<file path="config.mk">
export PLATFORM = sky130hd
export DESIGN_NAME = mem_arbiter
export DESIGN_NICKNAME = d
export VERILOG_FILES = /design/src/include/frontend_pkg.sv /design/src/verilog/mem_arbiter.sv
export SDC_FILE = /design/constraint.sdc
export NUM_CORES = 1
export LEC_CHECK = 0
export BUFFER_PORTS_ARGS = -buffer_cell sky130_fd_sc_hd__buf_2
export CORE_AREA = 2 2 101 103
export CTS_CLUSTER_DIAMETER = 40
export CTS_CLUSTER_SIZE = 10
export DETAILED_ROUTE_END_ITERATION = 6
export DIE_AREA = 0 0 103 105
export PLACE_DENSITY_LB_ADDON = 0.12
export SETUP_SLACK_MARGIN = 0.4
export SLEW_MARGIN = 20
export SYNTH_ARGS = -nofsm -noshare
export SYNTH_HDL_FRONTEND = slang
export SYNTH_SLANG_ARGS = --single-unit
</file>
<file path="constraint.sdc">
create_clock -name clk -period 0.9 [get_ports clk]
set_clock_uncertainty 0.15 [all_clocks]
set_input_delay 0.045 -clock clk [delete_from_list [all_inputs] [get_ports clk]]
set_output_delay 0.045 -clock clk [all_outputs]
set_load 0.1 [all_outputs]
</file>
<file path="src/include/frontend_pkg.sv">
`default_nettype none

package frontend_pkg;

    // default sizes, the top level hands these down as module parameters
    localparam int ADDR_W = 8;                  // word address width, 256 words
    localparam int INST_W = 32;                 // one instruction word
    localparam int QDEPTH = 8;                  // instruction queue slots

    // one request on the single memory port
    // a read returns addr and addr+1, wrapping at the top of memory
    typedef struct packed {
        logic              valid;               // request present this cycle
        logic              write;               // 1 = store wdata, 0 = paired read
        logic [ADDR_W-1:0] addr;                // word address
        logic [INST_W-1:0] wdata;               // store data, ignored on reads
    } mem_req_t;                                // 42 bits

    // read response, valid for one cycle after the accepting edge
    typedef struct packed {
        logic              valid;               // pair below is good
        logic [INST_W-1:0] data0;               // word at addr
        logic [INST_W-1:0] data1;               // word at addr+1
    } mem_rsp_t;                                // 65 bits

    // what the queue carries toward decode
    typedef struct packed {
        logic [ADDR_W-1:0] pc;                  // word address of the instruction
        logic [INST_W-1:0] inst;                // raw instruction bits
    } fetch_entry_t;                            // 40 bits

endpackage

`default_nettype wire
</file>
<file path="src/verilog/mem_arbiter.sv">
`timescale 1ns/1ps
`default_nettype none

module mem_arbiter #(
    parameter int ADDR_W = 8
) (
    input  logic                   clk,
    input  logic                   reset,
    input  frontend_pkg::mem_req_t load_req,
    input  frontend_pkg::mem_req_t fetch_req,
    output logic                   fetch_grant,
    output frontend_pkg::mem_req_t mem_req,
    input  frontend_pkg::mem_rsp_t mem_rsp,
    output frontend_pkg::mem_rsp_t fetch_rsp
);

    // the request structs carry the package address width
    if (ADDR_W != frontend_pkg::ADDR_W) begin : g_addr_check
        $error("mem_arbiter: ADDR_W differs from the request struct width");
    end

    logic load_grant;                           // loader owns the port
    logic fetch_pend;                           // last granted access was a fetch read

    assign load_grant  = load_req.valid;                        // loader always wins
    assign fetch_grant = fetch_req.valid && !load_req.valid;    // fetch only when port is free

    always_comb begin
        mem_req = '0;                           // idle port
        if (load_grant) begin
            mem_req = load_req;
        end else if (fetch_grant) begin
            mem_req = fetch_req;
        end
    end

    always_ff @(posedge clk) begin
        if (reset) begin
            fetch_pend <= 1'b0;
        end else begin
            fetch_pend <= fetch_grant;          // response lands one cycle later
        end
    end

    // only read data that fetch asked for goes back to it
    assign fetch_rsp = fetch_pend ? mem_rsp : '0;

    // loader and fetch never share a grant, and a loader slot never feeds fetch
    a_one_grant : assert property (@(posedge clk) disable iff (reset)
        load_grant |-> !fetch_grant ##1 !fetch_rsp.valid)
        else $error("mem_arbiter: loader and fetch both granted");

endmodule

`default_nettype wire

</file>
Word-level counts from Yosys, hierarchy flattened
Index checks and enable logic that the tools add are counted.
- muxes and demuxes: 3
- reductions and logical operators: 2
- operator list (operator ; count):
    $mux W42 ; 2
    $mux W65 ; 1
    $logic_and A1 B1 Y1 ; 1
    $logic_not A1 Y1 ; 1
- register bits: 1
- bits of input ports: 151

Logic depth before layout (Yosys ltp)
- depth in word-level cells: 4
- depth in mapped cells: 5
- mapped depth without buffers: 2

Least setup slack after synthesis
OpenSTA, ideal clock, no wires.
- kind: register -> output
- from: register fetch_pend
- to: output fetch_rsp[24] (netlist bit)
- arrival: 1.418 ns
- data required time: 0.705 ns
- path slack: -0.713 ns
- cell stages (with the launch flop): 4
- buffers on the path: 2
- cells stage by stage: dfxtp_1 buf_2 clkbuf_1 and2_1
- RTL lines (what ; line ; RTL):
    start: declaration ; mem_arbiter.sv:23 ; logic fetch_pend;
    start signal: assignment ; mem_arbiter.sv:41 ; fetch_pend <= fetch_grant;
    end: declaration ; mem_arbiter.sv:14 ; output frontend_pkg::mem_rsp_t fetch_rsp

==> impl_summary.log <==
[metrics] outcome: finished with violations
[metrics] violations in the final reports: setup timing
[metrics] TritonRoute pass-1 iters: 2
[metrics] Finished Core Util: 0.494
[metrics] highest metal used: met4
[metrics] routed vias/inst: 3.88
[metrics] number of buffers inserted by hold repair at cts: 0
[metrics] main area contributors after synthesis: sky130_fd_sc_hd__and2_1 41%, sky130_fd_sc_hd__a22o_1 36%, sky130_fd_sc_hd__buf_12 10%
[metrics] final standard cell area without fillers: 4760 sq um
[metrics] pin count of the biggest net entering global routing: 30
[metrics] period utilisation layout: 1.26
[metrics] maximum VDD drop: 593 uV
[metrics] final-layout fill cell count: 893
[metrics] proportion of synthesized chip area in sequential cells: 0.0201
[metrics] number of inserted diodes: 0
[metrics] register with the most flip-flops: fetch_pend
[metrics] met3 wire length: 993 um
[metrics] DRC violation total after the first TritonRoute iteration: 37
[metrics] proportion of synthesized flip-flops having asynchronous set or reset: 0
[metrics] count of flip-flops with a built-in enable after synthesis: 0
[metrics] Fmax achieved: 0.883 GHz
[metrics] unrepaired setup endpoints after global routing: yes
[metrics] count of boundary I/O pins: 259
[metrics] count of input and output buffers: 258
[metrics] number of warnings reported in the yosys synthesis log: 0
[metrics] Max FO, Critical Path: 5
[metrics] Multi-input gate area: 1310 sq um
[metrics] final std cells w/o fill: 521
[metrics] time the worst path needs with I/O delays and setup: 1130 ps
[metrics] endpoints failing setup: 108
[metrics] Overall Global Routing Usage: 0.127
[metrics] type of element capturing the critical path: primary output
[metrics] instance area at placement: 4500 sq um
[metrics] leftover overflow at the end of global routing: 0
[metrics] average instance area after synthesis: 7.86 sq um
[metrics] number of global-route vias before repair: 2066
[metrics] total nets after synthesis: 278
[metrics] Netlist cell types: 10
[metrics] post-CTS clock slew at the launch and capture registers of the worst setup and hold paths: 0 ps
[metrics] Initial Utilization: 0.104
[metrics] DRT met1 WL: 2.59 mm
[metrics] detailed-routed wire length on met2: 4.37 mm
[metrics] wire length of the first global-routing pass: 11.0 mm
[metrics] synthesized instance count: 127
[metrics] layout cells sized above 1: 1.00
[metrics] half-perimeter wire length of the detailed placement result: 6.79 mm
[metrics] ratio of total power to cell area: 796 nW/um^2
[metrics] area share of the leading cell type in the synthesized netlist: 0.407
[metrics] per-cell routed wire length: 15.3 um
[metrics] normalized max-slew margin: 0.803
[metrics] number of violations of the max-capacitance limit: 0
[metrics] Seq. cell area: 23.8 sq um
[metrics] number of max-slew violations in the final report: 0
[metrics] commonest cells in the netlist: 65 x sky130_fd_sc_hd__and2_1, 41 x sky130_fd_sc_hd__a22o_1, 7 x sky130_fd_sc_hd__buf_2, 5 x sky130_fd_sc_hd__buf_12
[metrics] post-route DRC violation count: 0
[metrics] core area: 9640 sq um
[metrics] vertical extent of the die: 105 um
[metrics] area of the mapped netlist: 998 sq um
[metrics] total via count after detailed routing: 2022
[metrics] transition time at the pin with the least slew margin: 296 ps
[metrics] worst hold slack after final layout: 76.5 ps
[metrics] worst hold-check path type: input port to flip-flop
[metrics] Worst EP required: 700 ps
[metrics] flip-flop count of the largest register, all copies and words added: 1
[metrics] largest registers: fetch_pend: 1 flops
[metrics] area grow syn2layout: 377%
[metrics] kind of critical path: input port to primary output
[metrics] dominant register cell in the synthesized netlist: sky130_fd_sc_hd__dfxtp_1
[metrics] initial antenna violation count: 0
[metrics] final weighted congestion in routability-driven placement: 0.754
[metrics] final net count: 541
[metrics] full die area: 10800 sq um
[metrics] detailed-route wire length: 7.98 mm
[metrics] leakage: 2.31 nW
[metrics] Place WS: -258 ps
[metrics] horizontal die dimension: 103 um
[metrics] startpoint class of the critical path: input port
[metrics] Synth area leader: sky130_fd_sc_hd__and2_1
[metrics] PnR worst setup slack: -232 ps
[metrics] most numerous cell in the Yosys netlist: sky130_fd_sc_hd__and2_1
[metrics] flop and latch count out of synthesis: 1
[metrics] final number of hold-violating endpoints: 0
[metrics] data arrival time of the critical path: 940 ps
[metrics] count of nets left with antenna violations after detail routing: 0
[metrics] post-placement cell count: 508
[metrics] # rows: 36
[where the power goes]
part	internal (W)	total (W)	switching [W]
clock network	0	0	0
logic	0.00155	0.00374	0.00219
registers	0.0000455	0.0000490	0.00000353
[critical path, cell delays in order]
cell and delay, ps:
sky130_fd_sc_hd__buf_6 90, sky130_fd_sc_hd__nor2b_4 130, sky130_fd_sc_hd__buf_6 130, sky130_fd_sc_hd__clkbuf_16 150, sky130_fd_sc_hd__a22o_4 230, sky130_fd_sc_hd__buf_12 160
[metrics by stage]
stage               power (W)  TNS [ps]
global route          0.00390    -22440
detailed placement    0.00367    -23090
floorplan             0.00230    -18930
global placement      0.00366    -21340
CTS                   0.00376    -20250
finish                0.00379    -19670
[worst paths after layout]
path / start / end / slack (ps) / cells past startpoint
max: fetch_req[41] / mem_req[25] / -230 / 6
min: reset / fetch_pend / 80 / 2
[metal layers]
metal | vias to the layer above | track usage
met2 | 152 | 0.260
met3 | 2 | 0.0421
met4 | 0 | 0.00376
met1 | 893 | 0.125
li1 | 975 | -
met5 | - | 0
[cell usage in the layout (no fill, tap or decap)]
cell type                   netlist  routed
sky130_fd_sc_hd__and2_4           0      62
sky130_fd_sc_hd__dfxtp_4          0       1
sky130_fd_sc_hd__a22o_4           0      40
sky130_fd_sc_hd__buf_2            7     148
sky130_fd_sc_hd__a22o_2           0       1
sky130_fd_sc_hd__bufbuf_16        0       1
sky130_fd_sc_hd__buf_16           0       1
sky130_fd_sc_hd__or2_4            0       1
sky130_fd_sc_hd__and2_2           0       3
sky130_fd_sc_hd__buf_6            1       7
sky130_fd_sc_hd__nor2b_4          2       2
sky130_fd_sc_hd__clkbuf_16        0       2
sky130_fd_sc_hd__buf_4            0       4
sky130_fd_sc_hd__buf_12           5     115
[cell type report]
class	instances	share of cell area
sequential	1	0.00499
tap	133	0.0349
timing repair buffer	278	0.685
multi-input combinational	109	0.275
[cells by family (layout without fill, tap and decap cells)]
logic type / after synthesis / count (layout) / share of synthesized area
AOI/OAI and AO/OA: 41 / 41 / 0.360
DFF: 1 / 1 / 0.0201
buffers and inverters: 17 / 278 / 0.179
and+or+nand+nor: 68 / 68 / 0.441
[what timing repair did]
item / 4_1_cts / 5_1_grt
setup endpoints to repair: 109 / 109
pin swaps: 10 / 5
cloned: 2 / 4
gates resized for setup: 14 / 3
buffers inserted: 3 / 4
(Power assumes the default switching activity.)
