[config.mk]
export PLATFORM = sky130hd
export DESIGN_NAME = inst_queue
export DESIGN_NICKNAME = d
export VERILOG_FILES = /design/src/include/frontend_pkg.sv /design/src/verilog/inst_queue.sv
export SDC_FILE = /design/constraint.sdc
export NUM_CORES = 1
export LEC_CHECK = 0
export BUFFER_PORTS_ARGS = -buffer_cell sky130_fd_sc_hd__buf_2
export CAP_MARGIN = 5
export CORE_MARGIN = 4
export CORE_UTILIZATION = 35
export DETAILED_ROUTE_END_ITERATION = 8
export PLACE_DENSITY_LB_ADDON = 0.05
export SETUP_SLACK_MARGIN = 0.1
export SLEW_MARGIN = 15
export SYNTH_ARGS = -nofsm -noshare
export SYNTH_HDL_FRONTEND = slang
export SYNTH_SLANG_ARGS = --single-unit
[constraint.sdc]
create_clock -name clk -period 4.7 [get_ports clk]
set_input_delay 0.705 -clock clk [delete_from_list [all_inputs] [get_ports clk]]
set_output_delay 0.705 -clock clk [all_outputs]
set_load 0.01 [all_outputs]
[src/include/frontend_pkg.sv]
`default_nettype none

package frontend_pkg;

    // default sizes, the top level hands these down as module parameters
    localparam int ADDR_W = 8;                  // word address width, 256 words
    localparam int INST_W = 32;                 // one instruction word
    localparam int QDEPTH = 8;                  // instruction queue slots

    // one request on the single memory port
    // a read returns addr and addr+1, wrapping at the top of memory
    typedef struct packed {
        logic              valid;               // request present this cycle
        logic              write;               // 1 = store wdata, 0 = paired read
        logic [ADDR_W-1:0] addr;                // word address
        logic [INST_W-1:0] wdata;               // store data, ignored on reads
    } mem_req_t;                                // 42 bits

    // read response, valid for one cycle after the accepting edge
    typedef struct packed {
        logic              valid;               // pair below is good
        logic [INST_W-1:0] data0;               // word at addr
        logic [INST_W-1:0] data1;               // word at addr+1
    } mem_rsp_t;                                // 65 bits

    // what the queue carries toward decode
    typedef struct packed {
        logic [ADDR_W-1:0] pc;                  // word address of the instruction
        logic [INST_W-1:0] inst;                // raw instruction bits
    } fetch_entry_t;                            // 40 bits

endpackage

`default_nettype wire
[src/verilog/inst_queue.sv]
`timescale 1ns/1ps
`default_nettype none

module inst_queue #(
    parameter int  DEPTH   = 8,
    parameter type entry_t = frontend_pkg::fetch_entry_t
) (
    input  logic       clk,
    input  logic       reset,
    input  logic       flush,
    input  logic [1:0] enq_en,
    input  entry_t     enq_entry0,
    input  entry_t     enq_entry1,
    input  logic [1:0] deq_take,
    output entry_t     deq_entry0,
    output entry_t     deq_entry1,
    output logic [1:0] deq_count,
    output logic       fetch_room
);

    localparam int PTR_W = $clog2(DEPTH);       // pointers wrap at DEPTH
    localparam int CNT_W = PTR_W + 1;           // count holds 0..DEPTH

    // pointer wrap relies on a power of two, fetch_room needs at least four slots
    if ((DEPTH != (2 ** PTR_W)) || (DEPTH < 4)) begin : g_depth_check
        $error("inst_queue: DEPTH must be a power of two and at least 4");
    end

    entry_t ram [DEPTH];                        // slot storage

    logic [PTR_W-1:0] head;                     // oldest entry
    logic [PTR_W-1:0] tail;                     // next free slot
    logic [CNT_W-1:0] count;                    // entries held
    logic [CNT_W-1:0] free_slots;

    logic [1:0]       enq_n;                    // entries written this cycle
    logic [PTR_W-1:0] head_nx1;                 // second entry at the head
    logic [PTR_W-1:0] tail_nx1;                 // slot after tail
    logic [PTR_W-1:0] wr1_ptr;                  // where enq_entry1 lands

    assign enq_n    = {1'b0, enq_en[0]} + {1'b0, enq_en[1]};
    assign head_nx1 = head + PTR_W'(1);
    assign tail_nx1 = tail + PTR_W'(1);
    assign wr1_ptr  = enq_en[0] ? tail_nx1 : tail;  // packs if entry0 absent

    assign free_slots = CNT_W'(DEPTH) - count;

    // payload writes, no reset on the slots
    always_ff @(posedge clk) begin
        if (!flush) begin
            if (enq_en[0]) begin
                ram[tail] <= enq_entry0;
            end
            if (enq_en[1]) begin
                ram[wr1_ptr] <= enq_entry1;
            end
        end
    end

    always_ff @(posedge clk) begin
        if (reset || flush) begin
            head  <= '0;                        // empty the queue
            tail  <= '0;
            count <= '0;
        end else begin
            head  <= head + PTR_W'(deq_take);   // release 0..2
            tail  <= tail + PTR_W'(enq_n);      // accept 0..2
            count <= count + CNT_W'(enq_n) - CNT_W'(deq_take);
        end
    end

    assign deq_entry0 = ram[head];
    assign deq_entry1 = ram[head_nx1];
    assign deq_count  = (count >= CNT_W'(2)) ? 2'd2 : count[1:0];  // decode sees two at most

    // room for the pair in flight and one more pair
    assign fetch_room = free_slots >= CNT_W'(4);

    // fetch must stay inside the room it reserved
    a_no_overflow : assert property (@(posedge clk) disable iff (reset || flush)
        (enq_n != 2'd0) |-> (CNT_W'(enq_n) <= free_slots + CNT_W'(deq_take)))
        else $error("inst_queue: enqueue overflow");

    // decode only takes what the previous edge made visible
    a_no_underflow : assert property (@(posedge clk) disable iff (reset || flush)
        deq_take <= deq_count)
        else $error("inst_queue: dequeue of absent entries");

endmodule

`default_nettype wire

* After elaboration in Yosys (flattened, before gate mapping) *
Memory sizes are Yosys's and may differ from the RTL's. A register that Yosys moved wholly into a read port is not among the register bits.
Index checks and enable logic that the tools add are counted.
W data, S select, Z words.

cells by class
  reduce and logical (&&, ||, !) cells = 1
  mux-type cells = 9
  $lt $le $gt $ge = 2
  bitwise operators = 0
  shift-type cells = 0
  equality and inequality tests = 0
  multipliers = 0
  $add $sub $neg = 8
  divide/modulo/power cells = 0

operators with widths
  kind                   count
  $add A3 B1 Y3 const B  2
  $add A3 B2 Y3          2
  $mux W1                6
  $mux W3                2
  $add A4 B2 Y4          1
  $ge A4 B2 Y1 const B   1
  $ge A4 B3 Y1 const B   1
  $sub A4 B2 Y4          1
  $sub A4 B4 Y4 const A  1
  $add A1 B1 Y2          1
  $mux W2                1
  $logic_or A1 B1 Y1     1

word-level totals
  logic and storage cells = 24
  bits in writable memories = 320
  input bits = 87
  bits in latches = 0
  output and inout port bits = 83
  memories = 1
  memory bits (read-only) = 0
  flip-flop bits (word level) = 10

memory list
  name  depth  width  rd ports  clocked after memory_dff  write ports  RTL line          source
  ram   8      40     2         1                         2            inst_queue.sv:29  entry_t ram [DEPTH];

* Logic depth before layout (Yosys ltp) *
Gate-level depths: netlist of the first run.

  depth in word-level cells = 3
  mapped depth = 9
  depth with buffers taken out = 9

* Worst setup path before layout of the first run *
OpenSTA, ideal clock, no wires.

  kind = input port to flip-flop
  from = input port enq_en[0]
  to = memory ram[6][0] (netlist name) (enable)
  library setup time = 493 ps
  buffers on the path = 1
  slack = 344 ps
  stages = 3
  data required time = 4207 ps
  arrival time = 3863 ps
  path through = buf_2 -> nand3_1 -> o21ai_0

RTL lines
  element             RTL line          source
  start: declaration  inst_queue.sv:11  input logic [1:0] enq_en,
  end: declaration    inst_queue.sv:29

==> flow_summary.yaml, run 1 <==
grt:
  grt_pass1_wl_um: 82740
  grt_overflow: 0
  grt_max_degree: 91
  grt_pass1_vias: 11840
  antenna_found_initial: 6
  grtUsageTotal: 0.1901
yosys:
  yosys_warnings: 0
  netlist_area_um2: 19100
  ys_ff_latch: 330
  synth_cell_type_count: 40
  yosysSeqAreaShare: 0.5136
  synth_area_per_cell_um2: 18.00
  syn_inst: 1061
  synth_fp_nets: 1162
pwr:
  power_density_nw_per_um2: 350.8
  clockPowerShare: 0.434
  p_leak_uw: 0.007281
  combPwrFrac: 0.138
  p_seq_frac: 0.428
  internal_power_uw: 5968
  ir_worst_vdd_mv: 0.2661
  switching_share: 0.2380
  p_sw_uw: 1864
setup_path:
  critPathKind: "flip-flop to primary output"
  path_max_fanout: 27
  startpoint_type: "flip-flop"
  arrival_ns: 2.93
  worstPathRequired_ns: 3.99
  critPathCaptureType: "primary output"
worst_hold_path:
  hp-class: "primary input to flip-flop"
timing:
  setup_viol: 0
  setup-tns-final_ns: 0
  max_freq_mhz: 275.3
  finalHoldViolCount: 0
  period_needed_ns: 3.633
  rsz0062_at_grt: "false"
  slew_headroom: 0.3689
  tightest_slew_ns: 0.9441
  whs_ns: 0.4070
  slew_viol_final: 0
  fin_crit_sh: 0.7730
  fin_skew_ns: 0.02089
  setup_ws_ns: 1.067
clock_tree:
  postCtsSetupRepairBufs: 0
  clock_path_buffers: 3
  cts_sinks: 330
  cts_tree: "built"
  cts-resized-gates: 0
  cts_hold_buf: 0
  cts_buffers: 41
  cts_root_buf: "clkbuf_16"
  clock_latency_ns: 0.56
  cts-htree-levels: 2
  clk_pin_slew_ns: 0.05
route:
  viasPerCell: 5.561
  ant_nets: 0
  drt_iter0_drc: 506
  wire_per_inst_um: 28.72
  firstDrtPassIters: 5
  wirelength_um: 56120
  vias: 10870
  drc_errors: 0
place:
  hpwl_um: 32970
  place_ws_ns: 1.403
  port_buffers: 169
  gp_congestion: 0.7201
final_layout:
  drive_gt1_frac: 0.6595
  layout_commonest_cell: "mux2_2"
  nNetsFinal: 1329
  area_delta_synth_final_pct: 16.87
  final_core_util: 0.4140
  final_cell_mix: "mux2_2, edfxtp_1, buf_2"
floorplan:
  fp.dieArea_um2: 58370
  fp.dieH_um: 241.6
  io_pins: 170
  core-area_um2: 53920
  die_width_um: 241.6
  start_util: 0.3542
  rows: 85
status:
  status: "complete, no violations"
job:
  max-cap-violations: 0
## worst paths after layout
path | start | end | slack (ns) | cells after the start
setup / recovery | head[0]$_SDFF_PP0_ | deq_entry1[37] | 1.07 | 5
hold / removal | reset | head[2]$_SDFF_PP0_ | 0.41 | 2
setup reg to reg | tail[1]$_SDFF_PP0_ | ram[0][38]$_DFFE_PP_ | 1.66 | 7
hold reg to reg | count[0]$_SDFF_PP0_ | count[0]$_SDFF_PP0_ | 0.62 | 2
## metrics by stage
step,cells,total power [uW],cell area (um^2)
2_1_floorplan,1061,4101,19100
3_3_place_gp,1881,4512,20900
3_5_place_dp,1881,4516,20900
4_1_cts,1953,7944,22320
5_1_grt,1953,8129,22320
6_report,1954,7831,22320
## layout make-up
class / instances / area [um^2]
diodes: 1 / 2.502
clock buffers: 56 / 1165
clock inverters: 16 / 257.7
fillers: 4873 / 31600
inverters: 11 / 41.29
multi-input cells: 640 / 8970
flip-flops and latches: 330 / 9818
well taps: 696 / 870.8
repair buffers: 204 / 1196
## cell usage after synthesis (all sizes together)
| cell type | n | share of area |
|---|---|---|
| xnor2 | 5 | 0.0027 |
| nor2 | 5 | 0.00098 |
| or2 | 1 | 0.00033 |
| ha | 10 | 0.0066 |
| a21o | 1 | 0.00039 |
| o21ai | 4 | 0.0010 |
| clkbuf | 19 | 0.0037 |
| dfxtp | 10 | 0.010 |
| inv | 11 | 0.0022 |
| nand2b | 4 | 0.0013 |
| nand3 | 6 | 0.0016 |
| xor2 | 3 | 0.0014 |
| o22a | 1 | 0.00046 |
| buf | 61 | 0.019 |
| a21oi | 2 | 0.00052 |
| fa | 4 | 0.0042 |
| nor3 | 7 | 0.0027 |
| o22ai | 1 | 0.00033 |
| edfxtp | 320 | 0.50 |
| mux4 | 160 | 0.19 |
| nand2 | 5 | 0.00098 |
| o21bai | 5 | 0.0020 |
| a211oi | 1 | 0.0010 |
| nor4 | 1 | 0.0011 |
| or3 | 1 | 0.00033 |
| and2b | 1 | 0.00039 |
| a22oi | 1 | 0.00065 |
| nor2b | 2 | 0.00065 |
| and3 | 2 | 0.00065 |
| and2 | 6 | 0.0020 |
| mux2 | 401 | 0.24 |
## metal layers
| metal | wire length [um] | vias up | share of wire | global-route usage |
|---|---|---|---|---|
| met2 | 28890 | 210 | 0.51 | 0.3366 |
| met3 | 2078 | 55 | 0.037 | 0.02969 |
| met5 | 64 | - | 0.0011 | 0 |
| li1 | - | 4758 | - | - |
| met1 | 24350 | 5834 | 0.43 | 0.2494 |
| met4 | 741 | 10 | 0.013 | 0.03824 |
## power groups by stage
stage	Clock, uW	Sequential (uW)	Combinational (uW)
floorplan	0	3400	703
global placement	0	3410	1100
detailed placement	0	3420	1100
CTS	3480	3350	1110
global route	3600	3360	1170
finish	3400	3350	1080
## cell families (layout without fill, tap and decap cells)
kind of cell | after synthesis | in the layout | share of synthesized area
and+or+nand+nor | 41 | 41 | 0.01297
AOI/OAI and AO/OA | 16 | 16 | 0.006420
adders and majority gates | 14 | 14 | 0.01074
DFF | 330 | 330 | 0.5136
other | 0 | 1 | 0
muxes | 561 | 561 | 0.4269
buffers and inverters | 91 | 287 | 0.02535
xor gates and xnor gates | 8 | 8 | 0.004062
## worst max-delay path: stages, from the launching register on
cell     delay (ns)
dfxtp_4        0.45
ha_4           0.66
buf_4          0.41
mux4_2         0.37
mux2_2         0.32
buf_2          0.15
## flip-flops by register name, indices dropped and copies added, names as in the netlist
signal	flops
ram	320
count	4
head	3
tail	3
Note: power is estimated with default switching activity, not from simulation.
==> inputs of run 2 (changes only) <==
==> constraint.sdc (replaced) <==
create_clock -name clk -period 3.4 [get_ports clk]
set_input_delay 0.51 -clock clk [delete_from_list [all_inputs] [get_ports clk]]
set_output_delay 0.51 -clock clk [all_outputs]
set_load 0.01 [all_outputs]
==> run 2 against run 1 <==
Sequential share of layout area decreased by 0.33 points. Via count increased by 2.4%. Combinational power increased by 43%. Worst hold slack got worse by 0.22 ns. Largest cell class unchanged. Largest power group is now sequential cells. Highest routed layer unchanged.
==> flow_summary.yaml, run 2 (synthesized netlist as in run 1, its figures left out) <==
route:
  drc_errors: 0
  wirelength_um: 57790
  firstDrtPassIters: 5
  vias: 11130
  drt_iter0_drc: 743
  ant_nets: 0
  wire_per_inst_um: 29.35
  viasPerCell: 5.652
timing:
  tightest_slew_ns: 0.9768
  rsz0062_at_grt: "false"
  setup_viol: 0
  slew_headroom: 0.3463
  max_freq_mhz: 317.0
  finalHoldViolCount: 0
  fin_crit_sh: 0.9277
  slew_viol_final: 0
  period_needed_ns: 3.154
  fin_skew_ns: 0.01707
  setup_ws_ns: 0.2459
clock_tree:
  clk_pin_slew_ns: 0.05
  cts_root_buf: "clkbuf_16"
  cts_tree: "built"
  clock_path_buffers: 3
  cts_buffers: 43
  clock_latency_ns: 0.56
  cts_hold_buf: 0
  cts-htree-levels: 2
  cts_sinks: 330
pwr:
  clockPowerShare: 0.414
  total_power_uw: 10540
  p_seq_frac: 0.440
  p_leak_uw: 0.007338
  ir_worst_vdd_mv: 0.3063
  switching_share: 0.2438
  internal_power_uw: 7967
  power_density_nw_per_um2: 468.4
  p_sw_uw: 2569
  combPwrFrac: 0.146
setup_path:
  worstPathRequired_ns: 2.89
  arrival_ns: 2.64
  crit_buf_inv: 2
  critPathCaptureType: "primary output"
  critPathMaxStageDelay_ns: 0.60
  path_max_fanout: 23
  path_cells: "ha_4 -> buf_4 -> mux4_2 -> mux2_2 -> buf_2"
  r2r_slack_ns: 0.69
  critPathSlowestCell: "ha_4"
  startpoint_type: "flip-flop"
  critPathKind: "flip-flop to primary output"
  cp_top_family: "multiplexers"
floorplan:
  io_pins: 170
  start_util: 0.3542
  fp.dieArea_um2: 58370
  rows: 85
  core-area_um2: 53920
  die_width_um: 241.6
  fp.dieH_um: 241.6
place:
  gp_congestion: 0.7527
  hpwl_um: 34980
  dpl_cell_area_um2: 21130
  place_ws_ns: 0.6584
  port_buffers: 169
  placed_cells: 1892
final_layout:
  final_core_util: 0.4172
  fill_cells: 4887
  largest_reg_flops: 320
  layout_commonest_cell: "mux2_2"
  instances_no_fill: 1969
  postLayoutCellArea_um2: 22500
  regMostFlops: "ram"
  drive_gt1_frac: 0.6554
  final_cell_mix: "mux2_2, edfxtp_1, buf_2"
  nNetsFinal: 1343
  area_delta_synth_final_pct: 17.78
  top_regs: "ram: 320 flops, count: 4 flops"
grt:
  grt_pass1_wl_um: 84460
  antenna_found_initial: 4
  grt_pass1_vias: 12040
  grtUsageTotal: 0.1932
  grt_overflow: 0
  grt_max_degree: 129
job:
  max-cap-violations: 0
status:
  status: "complete, no violations"
worst_hold_path:
  hp-class: "primary input to flip-flop"
-- run 2: cell types whose count changed in the layout (fill, tap and decap cells not counted), moves of 3 or more --
cell	delta
clkinv_1	+7
clkbuf_1	+3
clkinv_2	-4
buf_12	+11
clkbuf_16	+3
bufinv_16	-5
-- run 2: what timing repair did --
action,CTS,global route
setup buffers,0,0
gates cloned,0,1
endpoints found under the setup margin,1,10
pin swaps,0,0
gates resized for setup,1,0
-- run 2: worst register-to-register path, stage by stage, from the launching register on --
cell and delay, ns:
dfxtp_1 0.51, ha_1 0.26, nand2_1 0.13, xnor2_2 0.24, nand3_4 0.15, buf_4 0.72
mux2_2 0.45
-- run 2: layer usage --
layer	vias up	part of all wire	GRT usage	wire (um)
li1	4799	-	-	-
met1	6008	0.44	0.2597	25430
met2	257	0.50	0.3348	29150
met3	62	0.040	0.02858	2295
met4	2	0.016	0.04183	907
met5	-	0.00012	0	7
-- run 2: cell type report --
cell class,instances,area (um^2),area share
timing repair buffer,216,1461,0.06496
sequential,330,9821,0.4366
inverter,11,41.29,0.001835
multi-input combinational,640,8970,0.3987
antenna,2,5.005,0.0002225
clock inverter,14,113.9,0.005061
clock buffer,60,1212,0.05390
tap,696,870.8,0.03871
-- run 2: final timing paths --
path,from,to,depth (start not counted)
min,reset,count[3]$_SDFF_PP0_,2
max,head[0]$_SDFF_PP0_,deq_entry1[24],5
min reg2reg,count[0]$_SDFF_PP0_,count[0]$_SDFF_PP0_,2
max reg2reg,tail[1]$_SDFF_PP0_,ram[4][6]$_DFFE_PP_,6
-- run 2: per-stage QoR --
stage | TNS, ns | hold WS [ns]
finish | 0 | 0.1875
detailed placement | 0 | 0.6233
global route | 0 | 0.1775
global placement | 0 | 0.6226
CTS | 0 | 0.1520
floorplan | -60.88 | 0.5653
-- run 2: power groups by stage --
stage          combinational [uW]  clock (uW)  sequential (uW)
3_5_place_dp                 1560           0             4710
2_1_floorplan                 971           0             4700
3_3_place_gp                 1550           0             4710
5_1_grt                      1670        4650             4640
6_report                     1540        4370             4630
4_1_cts                      1570        4500             4630
