**config.mk**
```make
export PLATFORM = sky130hd
export DESIGN_NAME = inst_fetch
export DESIGN_NICKNAME = d
export VERILOG_FILES = /design/src/include/frontend_pkg.sv /design/src/verilog/inst_fetch.sv
export SDC_FILE = /design/constraint.sdc
export NUM_CORES = 1
export LEC_CHECK = 0
export BUFFER_PORTS_ARGS = -buffer_cell sky130_fd_sc_hd__buf_2
export CORE_AREA = 5 5 75 77
export DETAILED_ROUTE_END_ITERATION = 10
export DIE_AREA = 0 0 80 82
export GPL_TIMING_DRIVEN = 0
export PLACE_DENSITY = 0.79
export SLEW_MARGIN = 25
export SYNTH_ARGS = -nofsm -noshare
export SYNTH_HDL_FRONTEND = slang
export SYNTH_SLANG_ARGS = --single-unit
```
**constraint.sdc**
```tcl
create_clock -name clk -period 3.7 [get_ports clk]
set_clock_uncertainty 0.1 [all_clocks]
set_input_delay 0 -clock clk [delete_from_list [all_inputs] [get_ports clk]]
set_output_delay 0 -clock clk [all_outputs]
set_load 0.005 [all_outputs]
```
**src/include/frontend_pkg.sv**
```systemverilog
`default_nettype none

package frontend_pkg;

    // default sizes, the top level hands these down as module parameters
    localparam int ADDR_W = 8;                  // word address width, 256 words
    localparam int INST_W = 32;                 // one instruction word
    localparam int QDEPTH = 8;                  // instruction queue slots

    // one request on the single memory port
    // a read returns addr and addr+1, wrapping at the top of memory
    typedef struct packed {
        logic              valid;               // request present this cycle
        logic              write;               // 1 = store wdata, 0 = paired read
        logic [ADDR_W-1:0] addr;                // word address
        logic [INST_W-1:0] wdata;               // store data, ignored on reads
    } mem_req_t;                                // 42 bits

    // read response, valid for one cycle after the accepting edge
    typedef struct packed {
        logic              valid;               // pair below is good
        logic [INST_W-1:0] data0;               // word at addr
        logic [INST_W-1:0] data1;               // word at addr+1
    } mem_rsp_t;                                // 65 bits

    // what the queue carries toward decode
    typedef struct packed {
        logic [ADDR_W-1:0] pc;                  // word address of the instruction
        logic [INST_W-1:0] inst;                // raw instruction bits
    } fetch_entry_t;                            // 40 bits

endpackage

`default_nettype wire
```
**src/verilog/inst_fetch.sv**
```systemverilog
`timescale 1ns/1ps
`default_nettype none

module inst_fetch #(
    parameter int ADDR_W = 8
) (
    input  logic                          clk,
    input  logic                          reset,
    input  logic                          redirect,
    input  logic [ADDR_W-1:0]             redirect_pc,
    input  logic                          fetch_room,
    output frontend_pkg::mem_req_t        fetch_req,
    input  logic                          fetch_grant,
    input  frontend_pkg::mem_rsp_t        fetch_rsp,
    output logic [1:0]                    enq_en,
    output frontend_pkg::fetch_entry_t    enq_entry0,
    output frontend_pkg::fetch_entry_t    enq_entry1
);

    logic [ADDR_W-1:0] pc;                      // next pair to fetch
    logic              epoch;                   // flips on every redirect
    logic [ADDR_W-1:0] fl_pc;                   // pc of the read in flight
    logic              fl_epoch;                // epoch it was issued under
    logic [ADDR_W-1:0] fl_pc_nx;                // pc of the second word
    logic              rsp_live;                // response belongs to current stream

    // ask for a pair only when the queue has reserved room for it
    assign fetch_req = '{
        valid: fetch_room && !redirect,
        write: 1'b0,
        addr:  pc,
        wdata: '0
    };

    always_ff @(posedge clk) begin
        if (reset) begin
            pc    <= '0;
            epoch <= 1'b0;
        end else if (redirect) begin
            pc    <= redirect_pc;               // restart the stream
            epoch <= ~epoch;                    // kills whatever is in flight
        end else if (fetch_grant) begin
            pc    <= pc + ADDR_W'(2);           // pair accepted
        end
        // a denied request keeps the same pc and retries
    end

    always_ff @(posedge clk) begin
        if (fetch_grant) begin
            fl_pc    <= pc;                     // tag for the returning pair
            fl_epoch <= epoch;
        end
    end

    assign fl_pc_nx = fl_pc + ADDR_W'(1);       // wraps with the memory
    assign rsp_live = fetch_rsp.valid && (fl_epoch == epoch) && !redirect;

    assign enq_en     = {rsp_live, rsp_live};   // always a full pair
    assign enq_entry0 = '{pc: fl_pc,    inst: fetch_rsp.data0};
    assign enq_entry1 = '{pc: fl_pc_nx, inst: fetch_rsp.data1};

    // a granted read comes back through the arbiter on the very next cycle
    a_grant_rsp : assert property (@(posedge clk) disable iff (reset)
        fetch_grant |=> fetch_rsp.valid)
        else $error("inst_fetch: granted read returned no data");

endmodule

`default_nettype wire

```
### Word level (Yosys, flattened, before mapping)

Index checks and enable logic that the tools add are counted.

* bits in registers: 18
* latch bits: 0
* RAM bits: 0
* memory bits (read-only): 0
* input bits: 78
* output and inout bits: 124
* word-level logic and storage cells: 15
* memories kept: 0

* $add $sub $neg: 2
* multiply operators: 0
* divide/modulo/power cells: 0
* magnitude comparators: 0
* equality and inequality tests: 1
* shift-type cells: 0
* mux-type cells: 2
* bitwise logic cells: 1
* reductions and logical operators: 5

Operator list (number)
* $mux W8: 2
* $add A8 B1 Y8 const B: 1
* $add A8 B2 Y8 const B: 1
* $logic_and A1 B1 Y1: 3
* $reduce_bool A2 Y1: 1
* $eq A1 B1 Y1: 1
* $logic_not A1 Y1: 1
* $not A1 Y1: 1

### Longest topological paths before layout

Gate-level depths: netlist of the first run.

* depth after elaboration: 3
* gate-level depth with buffers: 4
* mapped depth without buffers: 4

### Worst setup path before layout of the first run

OpenSTA, ideal clock, no wires.

* path kind: register -> register
* from: register pc[1]
* to: register pc[7]
* setup time: 0.091 ns
* data arrival time: 1.177 ns
* required time: 3.509 ns
* path slack: 2.332 ns
* cell stages (with the launch flop): 5
* path buffers: 0
* period minus slack after synthesis: 1.368 ns
* cells stage by stage: dfxtp_1 ha_1 nand2_1 or3_1 a311oi_1

* word-level cells in the longest chain between the ends: 3

Ends and longest elaborated chain
* start: declaration: line inst_fetch.sv:20 `logic [ADDR_W-1:0] pc;`
* start signal: assignment: line inst_fetch.sv:40 `pc <= redirect_pc;`
* start signal: assignment: line inst_fetch.sv:43 `pc <= pc + ADDR_W'(2);`
* $add A8 B2 Y8: line inst_fetch.sv:43
* $mux W8: line inst_fetch.sv:42 `end else if (fetch_grant) begin`
* $mux W8: line inst_fetch.sv:39 `end else if (redirect) begin`

Every way passes these cells. The select of a mux whose other input is x is not followed.
A chain may end at the register's enable or synchronous reset.

### Worst setup path in the final report of the first run

* from: input port redirect
* to: output port enq_en[1]

* word-level cells in the longest chain between the ends: 2

Ends and longest elaborated chain
* start: declaration: line inst_fetch.sv:9 `input logic redirect,`
* $logic_not A1 Y1: line inst_fetch.sv:56 `assign rsp_live = fetch_rsp.valid && (fl_epoch == epoch) && !redirect;`
* $logic_and A1 B1 Y1: line inst_fetch.sv:56
* end: declaration: line inst_fetch.sv:15 `output logic [1:0] enq_en,`

Every way passes these cells.

==> flow_summary.toml, run 1 <==
[setup_path]
required_ns = 3.60
slowest_delay_ns = 0.54
critPathKind = "in -> out"
cp-end-kind = "output port"
reg2reg_to = "pc[7]"
critPathTopFamily = "buffers and inverters"
critical_path.startpoint = "redirect"
r2r-start = "pc[1]"
rrSetupSlack_ns = 2.18
cpMaxStageDelayCell = "dlygate4sd3_1"
cpMostUsedCell = "buf_2"
cp_num_buf_inv = 6
cp-start-kind = "primary input"
path_cells = "dlygate4sd3_1 -> buf_2 -> inv_1 -> clkbuf_1 -> and3_1 -> buf_4 -> buf_2"
crit_fanout = 10
r2r.worst_path.cells = 4
critPathArrivalTime_ns = 1.65

[pwr]
ir_drop_v = 0.0002700
power_mw = 0.6000
power_leakage_nw = 1.410
p_per_area_nw_per_um2 = 244.0

[cts]
cts_buffer_depth = 2
post_cts_buffers = 0
cts_tree = "yes"
clock-root-buffer = "clkbuf_8"
cts-buffers-inserted = 3
cts_sinks = 18
htreeDepth = 1
clk_pin_slew_ns = 0.06
clkLatencyLatePin_ns = 0.25
cts.repair.resized = 0

[logic_synthesis]
ys_top_cells_by_count = "buf_4 (99), dfxtp_1 (9), edfxtp_1 (9), nand2_1 (7)"
synth.top_cell.area_share = 0.4763
synthDistinctLibCells = 25
synth-edff-count = 9
synth-seq-area-share = 0.2887
dominantRegCellSynth = "edfxtp_1"
yosys_warnings = 0
synth_area_leaders = "buf_4 (48%), edfxtp_1 (17%), dfxtp_1 (12%)"
async_reset_ff_frac = 0
syn_area_um2 = 1560
synth_most_common_cell = "buf_4"
netlist_instances = 174
yosysTopAreaCell = "buf_4"
ys_ff_latch = 18
syn_avg_cell_area_um2 = 8.967

[sta]
final_max_slew_viol_count = 0
layout_min_cycle_time_ns = 1.751
fin_ws_ns = 1.949
fmax_mhz = 571.2
timing.setup.tns_ns = 0
finalHoldViolCount = 0
fin_crit_sh = 0.4731
setup_violations = 0
rsz0062_at_grt = "false"

[place]
placedCellCount = 379
port_buffers = 103
place_ws_ns = 2.213
dp_hpwl_um = 4303
place_congestion = 0.7943

[floorplan]
die_y_um = 82
die_w_um = 80
start_util = 0.3155
die_area_um2 = 6560
io_pins = 202
rows = 26
core_um2 = 4945

[final_layout]
n_antenna_cell = 0
fin_util = 0.4972
fin_cells = 395
syn_to_final_growth_pct = 57.58
drive_gt1_frac = 0.6400
fin_nets = 406

[routing]
drc_errors = 0
drt-total-wl_um = 4987
vias = 1456
antenna_left = 0
first_iter_violations = 22
first_pass_iters = 2
wl_per_cell_um = 12.63
routed_via_density = 3.686

[global_route]
grt_pass1_wl_um = 6258
grt_use_total = 0.1227
grt_pass1_vias = 1247
gr-total-overflow = 0
antenna_found_initial = 0
grt_max_degree = 16

[hold_path]
hold_path_class = "in -> reg"
holdPathStages = 2
worstHoldStart = "reset"
hold-path-endpoint = "pc[0]"

[run]
maxCapViolCount = 0

[outcome]
run_status = "completed"
==> final cells by class <==
cell class                      count  area (um^2)
Multi-Input combinational cell     85        471.7
Inverter                            2        7.507
Fill cell                         450         2486
Clock buffer                        4        55.05
Tap cell                           70        87.58
Timing Repair Buffer              115        635.6
Sequential cell                    18        450.4
Buffer                            101        750.7
==> sequential cells by signal, indices dropped and copies added (netlist names) <==
signal / flops
epoch: 1
fl_epoch: 1
fl_pc: 8
pc: 8
==> cell families after synthesis <==
group	synth area share
mux	0.01363
other cells	0.002403
simple gates	0.08420
compound gates	0.04170
flops	0.2887
buf+inv	0.4860
xor+xnor	0.06736
fa+ha+maj	0.01604
==> repair_timing <==
action	CTS	global route
setup endpoints to repair	0	0
endpoints found under the hold margin	9	0
hold buffers	12	0
==> cell usage in the layout, fill, tap and decap left out, drive strengths merged <==
cell	instances
xor2	6
o21ai	2
conb	33
xnor2	6
inv	2
a31oi	1
clkbuf	6
a311oi	1
buf	202
and3	3
ha	2
nand2	7
nor2b	1
edfxtp	9
nand4	3
dlygate4sd3	12
o21bai	1
nand3	4
mux2	1
mux2i	1
nor2	6
a21oi	2
or3	2
a211oi	3
dfxtp	9
==> metrics by stage <==
stage / area, um^2 / hold slack, ns
after global routing: 2459 / 0.05143
final: 2459 / 0.01060
after CTS: 2459 / 0.01188
after global placement: 2283 / 0.06796
after floorplan: 1680 / -0.06977
after detailed placement: 2283 / 0.06809
==> how the worst max path moves through the flow <==
stage / end / slack (ns) / depth (start not counted)
after floorplan: pc[7] / 2.33 / 4
after global placement: pc[7] / 2.26 / 4
after detailed placement: pc[7] / 2.21 / 4
after CTS: enq_en[1] / 2.00 / 7
after global routing: enq_en[1] / 1.84 / 7
final: enq_en[1] / 1.95 / 7
==> per-layer routing <==
layer / GRT usage / wire [um] / vias up
met1: 0.1145 / 1431 / 620
met4: 0.03547 / 46 / 0
met2: 0.2517 / 2863 / 98
met3: 0.03838 / 646 / 5
li1: - / - / 733
met5: 0 / 0 / -
==> where the power goes <==
part / switching [mW] / internal [mW] / leakage, nW
logic: 0.0753 / 0.131 / 1.21
clock network: 0.0580 / 0.0944 / 0.0288
registers: 0.0160 / 0.226 / 0.167
No activity file was read; power rests on OpenSTA's default activity.
==> inputs of run 2 (changes only) <==
--- a/config.mk
+++ b/config.mk
@@ -6,11 +6,11 @@
 export NUM_CORES = 1
 export LEC_CHECK = 0
 export BUFFER_PORTS_ARGS = -buffer_cell sky130_fd_sc_hd__buf_2
-export CORE_AREA = 5 5 75 77
+export CORE_MARGIN = 5
+export CORE_UTILIZATION = 32
 export DETAILED_ROUTE_END_ITERATION = 10
-export DIE_AREA = 0 0 80 82
 export GPL_TIMING_DRIVEN = 0
-export PLACE_DENSITY = 0.79
+export PLACE_DENSITY = 0.78
 export SLEW_MARGIN = 25
 export SYNTH_ARGS = -nofsm -noshare
 export SYNTH_HDL_FRONTEND = slang
==> constraint.sdc (replaced) <==
create_clock -name clk -period 1.8 [get_ports clk]
set_clock_uncertainty 0.1 [all_clocks]
set_input_delay 0 -clock clk [delete_from_list [all_inputs] [get_ports clk]]
set_output_delay 0 -clock clk [all_outputs]
set_load 0.005 [all_outputs]
==> run 2 against run 1 <==
Compared with the run above: die area down 2.9%; clock power up 110%; critical path type unchanged; sequential cell count stayed put; final cell count is 1.0% lower; clock-buffer cell count is the same; critical path depth fell by 1.
==> flow_summary.toml, run 2 (synthesis results as in run 1) <==
[outcome]
run_status = "completed"

[sta]
timing.setup.tns_ns = 0
finalHoldViolCount = 0
fin_crit_sh = 0.8638
fin_ws_ns = 0.2451
final_max_slew_viol_count = 0
layout_min_cycle_time_ns = 1.555
hold_ws_ns = 0.01157
fmax_mhz = 643.1
setup_violations = 0
rsz0062_at_grt = "false"

[place]
dp_hpwl_um = 4305
port_buffers = 103
placedCellCount = 376
place_ws_ns = 0.3385
place_congestion = 0.7579

[global_route]
grt_pass1_vias = 1328
grt_pass1_wl_um = 6699
grt_use_total = 0.1339
gr-total-overflow = 0
grt_max_degree = 16
antenna_found_initial = 0

[setup_path]
cp-end-kind = "output port"
crit_fanout = 13
required_ns = 1.70
cp-start-kind = "primary input"
critPathKind = "in -> out"
critPathArrivalTime_ns = 1.45

[final_layout]
reg_top3 = "fl_pc: 8 flops, pc: 8 flops"
mostFrequentLayoutCells = "buf_2 (103), buf_4 (99), conb_1 (33)"
syn_to_final_growth_pct = 57.10
n_antenna_cell = 0
final_common_cell = "buf_2"
fin_nets = 405
fin_cells = 391
drive_gt1_frac = 0.6420

[routing]
vias = 1449
wl_per_cell_um = 12.62
drc_errors = 0
first_pass_iters = 2
drt-total-wl_um = 4936
first_iter_violations = 7
routed_via_density = 3.706
antenna_left = 0

[cts]
cts-buffers-inserted = 3
cts_sinks = 18
cts.repair.resized = 0
clkLatencyLatePin_ns = 0.25
clk_pin_slew_ns = 0.06
post_cts_buffers = 0
cts_buffer_depth = 2
clock-root-buffer = "clkbuf_8"
htreeDepth = 1
cts_tree = "yes"

[hold_path]
hold_path_class = "in -> reg"

[pwr]
power_leakage_nw = 1.409
power.switching_mw = 0.3115
p_int_mw = 0.9258
ir_drop_v = 0.0005393
seqPwrFrac = 0.400
swShare = 0.2518
clkPwrFrac = 0.261
comb_power_share = 0.339
p_per_area_nw_per_um2 = 504.8

[floorplan]
start_util = 0.3303
die_w_um = 79.83
core_um2 = 4723
io_pins = 202
rows = 25
die_area_um2 = 6372
die_y_um = 79.83

[run]
maxCapViolCount = 0
run 2: cell types whose count changed in the layout (fill, tap and decap cells not counted), sizes merged:
cell	delta
clkbuf	-1
run 2: final timing paths:
check,start,end,slack [ns],cells after the start
worst max register to register,pc[1],pc[7],0.30,4
worst min-delay path,reset,pc[0],0.01,2
worst max-delay path,redirect,enq_en[0],0.25,6
worst min register to register,pc[7],fl_pc[7],0.38,0
run 2: power groups by stage:
stage                     sequential (mW)  clock [mW]  combinational (mW)
after global routing                0.500       0.342               0.461
final                               0.495       0.323               0.420
after floorplan                     0.501           0               0.243
after global placement              0.503           0               0.392
after CTS                           0.495       0.330               0.418
after detailed placement            0.504           0               0.396
run 2: through the flow:
stage               power [mW]    util  instance area (um^2)
global route             1.303  0.5189                  2451
floorplan               0.7440       -                  1680
CTS                      1.242  0.5197                  2455
detailed placement      0.8991  0.4826                  2280
global placement        0.8947  0.4826                  2280
finish                   1.237  0.5189                  2451
run 2: worst max-delay path, stage by stage:
cell and delay (ns):
dlygate4sd3_1 0.53, buf_2 0.16, inv_1 0.30, and3_1 0.25
buf_4 0.11, buf_2 0.10
run 2: layout make-up:
| type | count | area (um^2) |
|---|---|---|
| multi-input cells | 85 | 471.7 |
| well taps | 67 | 83.83 |
| fillers | 433 | 2272 |
| plain buffers | 100 | 747.0 |
| flip-flops and latches | 18 | 450.4 |
| inverters | 2 | 7.507 |
| clock buffers | 4 | 55.05 |
| repair buffers | 115 | 635.6 |
run 2: per-layer routing:
layer	GRT usage	share of wire
met1	0.1188	0.30
met2	0.2763	0.56
met3	0.03837	0.12
met4	0.05068	0.015
met5	0	0
run 2: what timing repair did:
action,in CTS,in global routing
hold endpoints to repair,9,0
endpoints found under the setup margin,0,2
hold buffers,12,0
==> inputs of run 3 (changes only) <==
--- a/config.mk
+++ b/config.mk
@@ -5,7 +5,7 @@
 export SDC_FILE = /design/constraint.sdc
 export NUM_CORES = 1
 export LEC_CHECK = 0
-export BUFFER_PORTS_ARGS = -buffer_cell sky130_fd_sc_hd__buf_2
+export BUFFER_PORTS_ARGS = -buffer_cell sky130_fd_sc_hd__clkbuf_2
 export CORE_MARGIN = 5
 export CORE_UTILIZATION = 32
 export DETAILED_ROUTE_END_ITERATION = 10
==> run 3 against run 2 <==
Compared with the run above: cell area is 0.41% lower; setup slack got worse by 0.069 ns; non-clock buffer count unchanged; register-to-register slack got worse by 0.03 ns; first-iteration DRC count increased to 2.7 times the previous value.
==> flow_summary.toml, run 3 (synthesis results as in run 1) <==
[routing]
first_iter_violations = 19
vias = 1480
drt-total-wl_um = 5130
antenna_left = 0
routed_via_density = 3.785
drc_errors = 0
first_pass_iters = 4
wl_per_cell_um = 13.12

[floorplan]
die_y_um = 79.83
start_util = 0.3303
die_w_um = 79.83
die_area_um2 = 6372
io_pins = 202
rows = 25
core_um2 = 4723

[hold_path]
hold_path_class = "in -> reg"

[cts]
cts-buffers-inserted = 3
clkLatencyLatePin_ns = 0.25
cts_tree = "yes"
cts_sinks = 18
htreeDepth = 1
clk_pin_slew_ns = 0.06
cts_buffer_depth = 2
cts.repair.resized = 0
clock-root-buffer = "clkbuf_8"

[pwr]
power_mw = 1.205
power_leakage_nw = 1.415
ir_drop_v = 0.0004357
p_per_area_nw_per_um2 = 493.8

[global_route]
antenna_found_initial = 0
grt_max_degree = 16
grt_use_total = 0.1394
gr-total-overflow = 0
grt_pass1_vias = 1404
grt_pass1_wl_um = 6858

[final_layout]
mostFrequentLayoutCells = "clkbuf_2 (103), buf_4 (99), conb_1 (33)"
reg_top3 = "fl_pc: 8 flops, pc: 8 flops"
drive_gt1_frac = 0.6389
final_common_cell = "clkbuf_2"
design_area_um2 = 2441
syn_to_final_growth_pct = 56.46
nFillCells = 427
fin_util = 0.5168
fin_nets = 405
n_antenna_cell = 0

[sta]
timing.setup.tns_ns = 0
final_max_slew_viol_count = 0
fmax_mhz = 615.9
setup_violations = 0
rsz0062_at_grt = "false"
layout_min_cycle_time_ns = 1.624
finalHoldViolCount = 0
fin_crit_sh = 0.9021

[place]
dp_hpwl_um = 4359
dpl_cell_area_um2 = 2280
port_buffers = 103
place_congestion = 0.7461

[setup_path]
cp-start-kind = "primary input"
crit_fanout = 13
critPathArrivalTime_ns = 1.52
required_ns = 1.70
cp-end-kind = "output port"
critPathKind = "in -> out"

[outcome]
run_status = "completed"

[run]
maxCapViolCount = 0
-- run 3: cell type report --
class / instances / area [um^2] / area share
buffer: 100 / 747.0 / 0.3060
inverter: 2 / 7.507 / 0.003075
sequential: 18 / 450.4 / 0.1845
tap: 67 / 83.83 / 0.03434
multi-input combinational: 85 / 471.7 / 0.1932
timing repair buffer: 115 / 635.6 / 0.2604
clock buffer: 4 / 45.04 / 0.01845
-- run 3: power by group --
part,leakage [nW],total (mW),switching [mW],internal [mW]
Sequential,0.167,0.497,0.0333,0.464
Combinational,1.23,0.426,0.158,0.268
Clock,0.0228,0.282,0.125,0.157
Total,1.41,1.21,0.317,0.888
-- run 3: critical path, cell delays in order --
cell and delay, ns:
dlygate4sd3_1 0.56, clkbuf_2 0.17, inv_1 0.32, and3_1 0.26
buf_4 0.11, clkbuf_2 0.10
-- run 3: metal layers --
metal  vias up  routed length (um)  track usage
met4         0                 116      0.06926
met3        10                 658      0.04740
met2        96                2892       0.2830
met1       646                1462       0.1164
li1        728                   -            -
met5         -                   0            0
-- run 3: path summary, 6_finish.rpt --
kind / startpoint / end / slack (ns) / depth (start not counted)
setup / recovery: redirect / enq_en[1] / 0.18 / 6
hold / removal: reset / pc[0] / 0.04 / 2
setup reg to reg: pc[1] / pc[7] / 0.27 / 4
hold reg to reg: pc[0] / fl_pc[0] / 0.38 / 0
-- run 3: what timing repair did --
| action | in CTS | in global routing |
|---|---|---|
| endpoints found under the setup margin | 0 | 2 |
| endpoints found under the hold margin | 9 | 0 |
| hold buffers | 12 | 0 |
| buffers inserted | 0 | 0 |
-- run 3: stage by stage --
step,hold slack (ns),worst slack [ns],cells
floorplan,-0.06977,0.4319,206
global placement,0.07081,0.3577,376
detailed placement,0.07037,0.3133,376
CTS,0.02123,0.05567,392
global route,0.04578,0.07786,391
finish,0.03724,0.1762,391
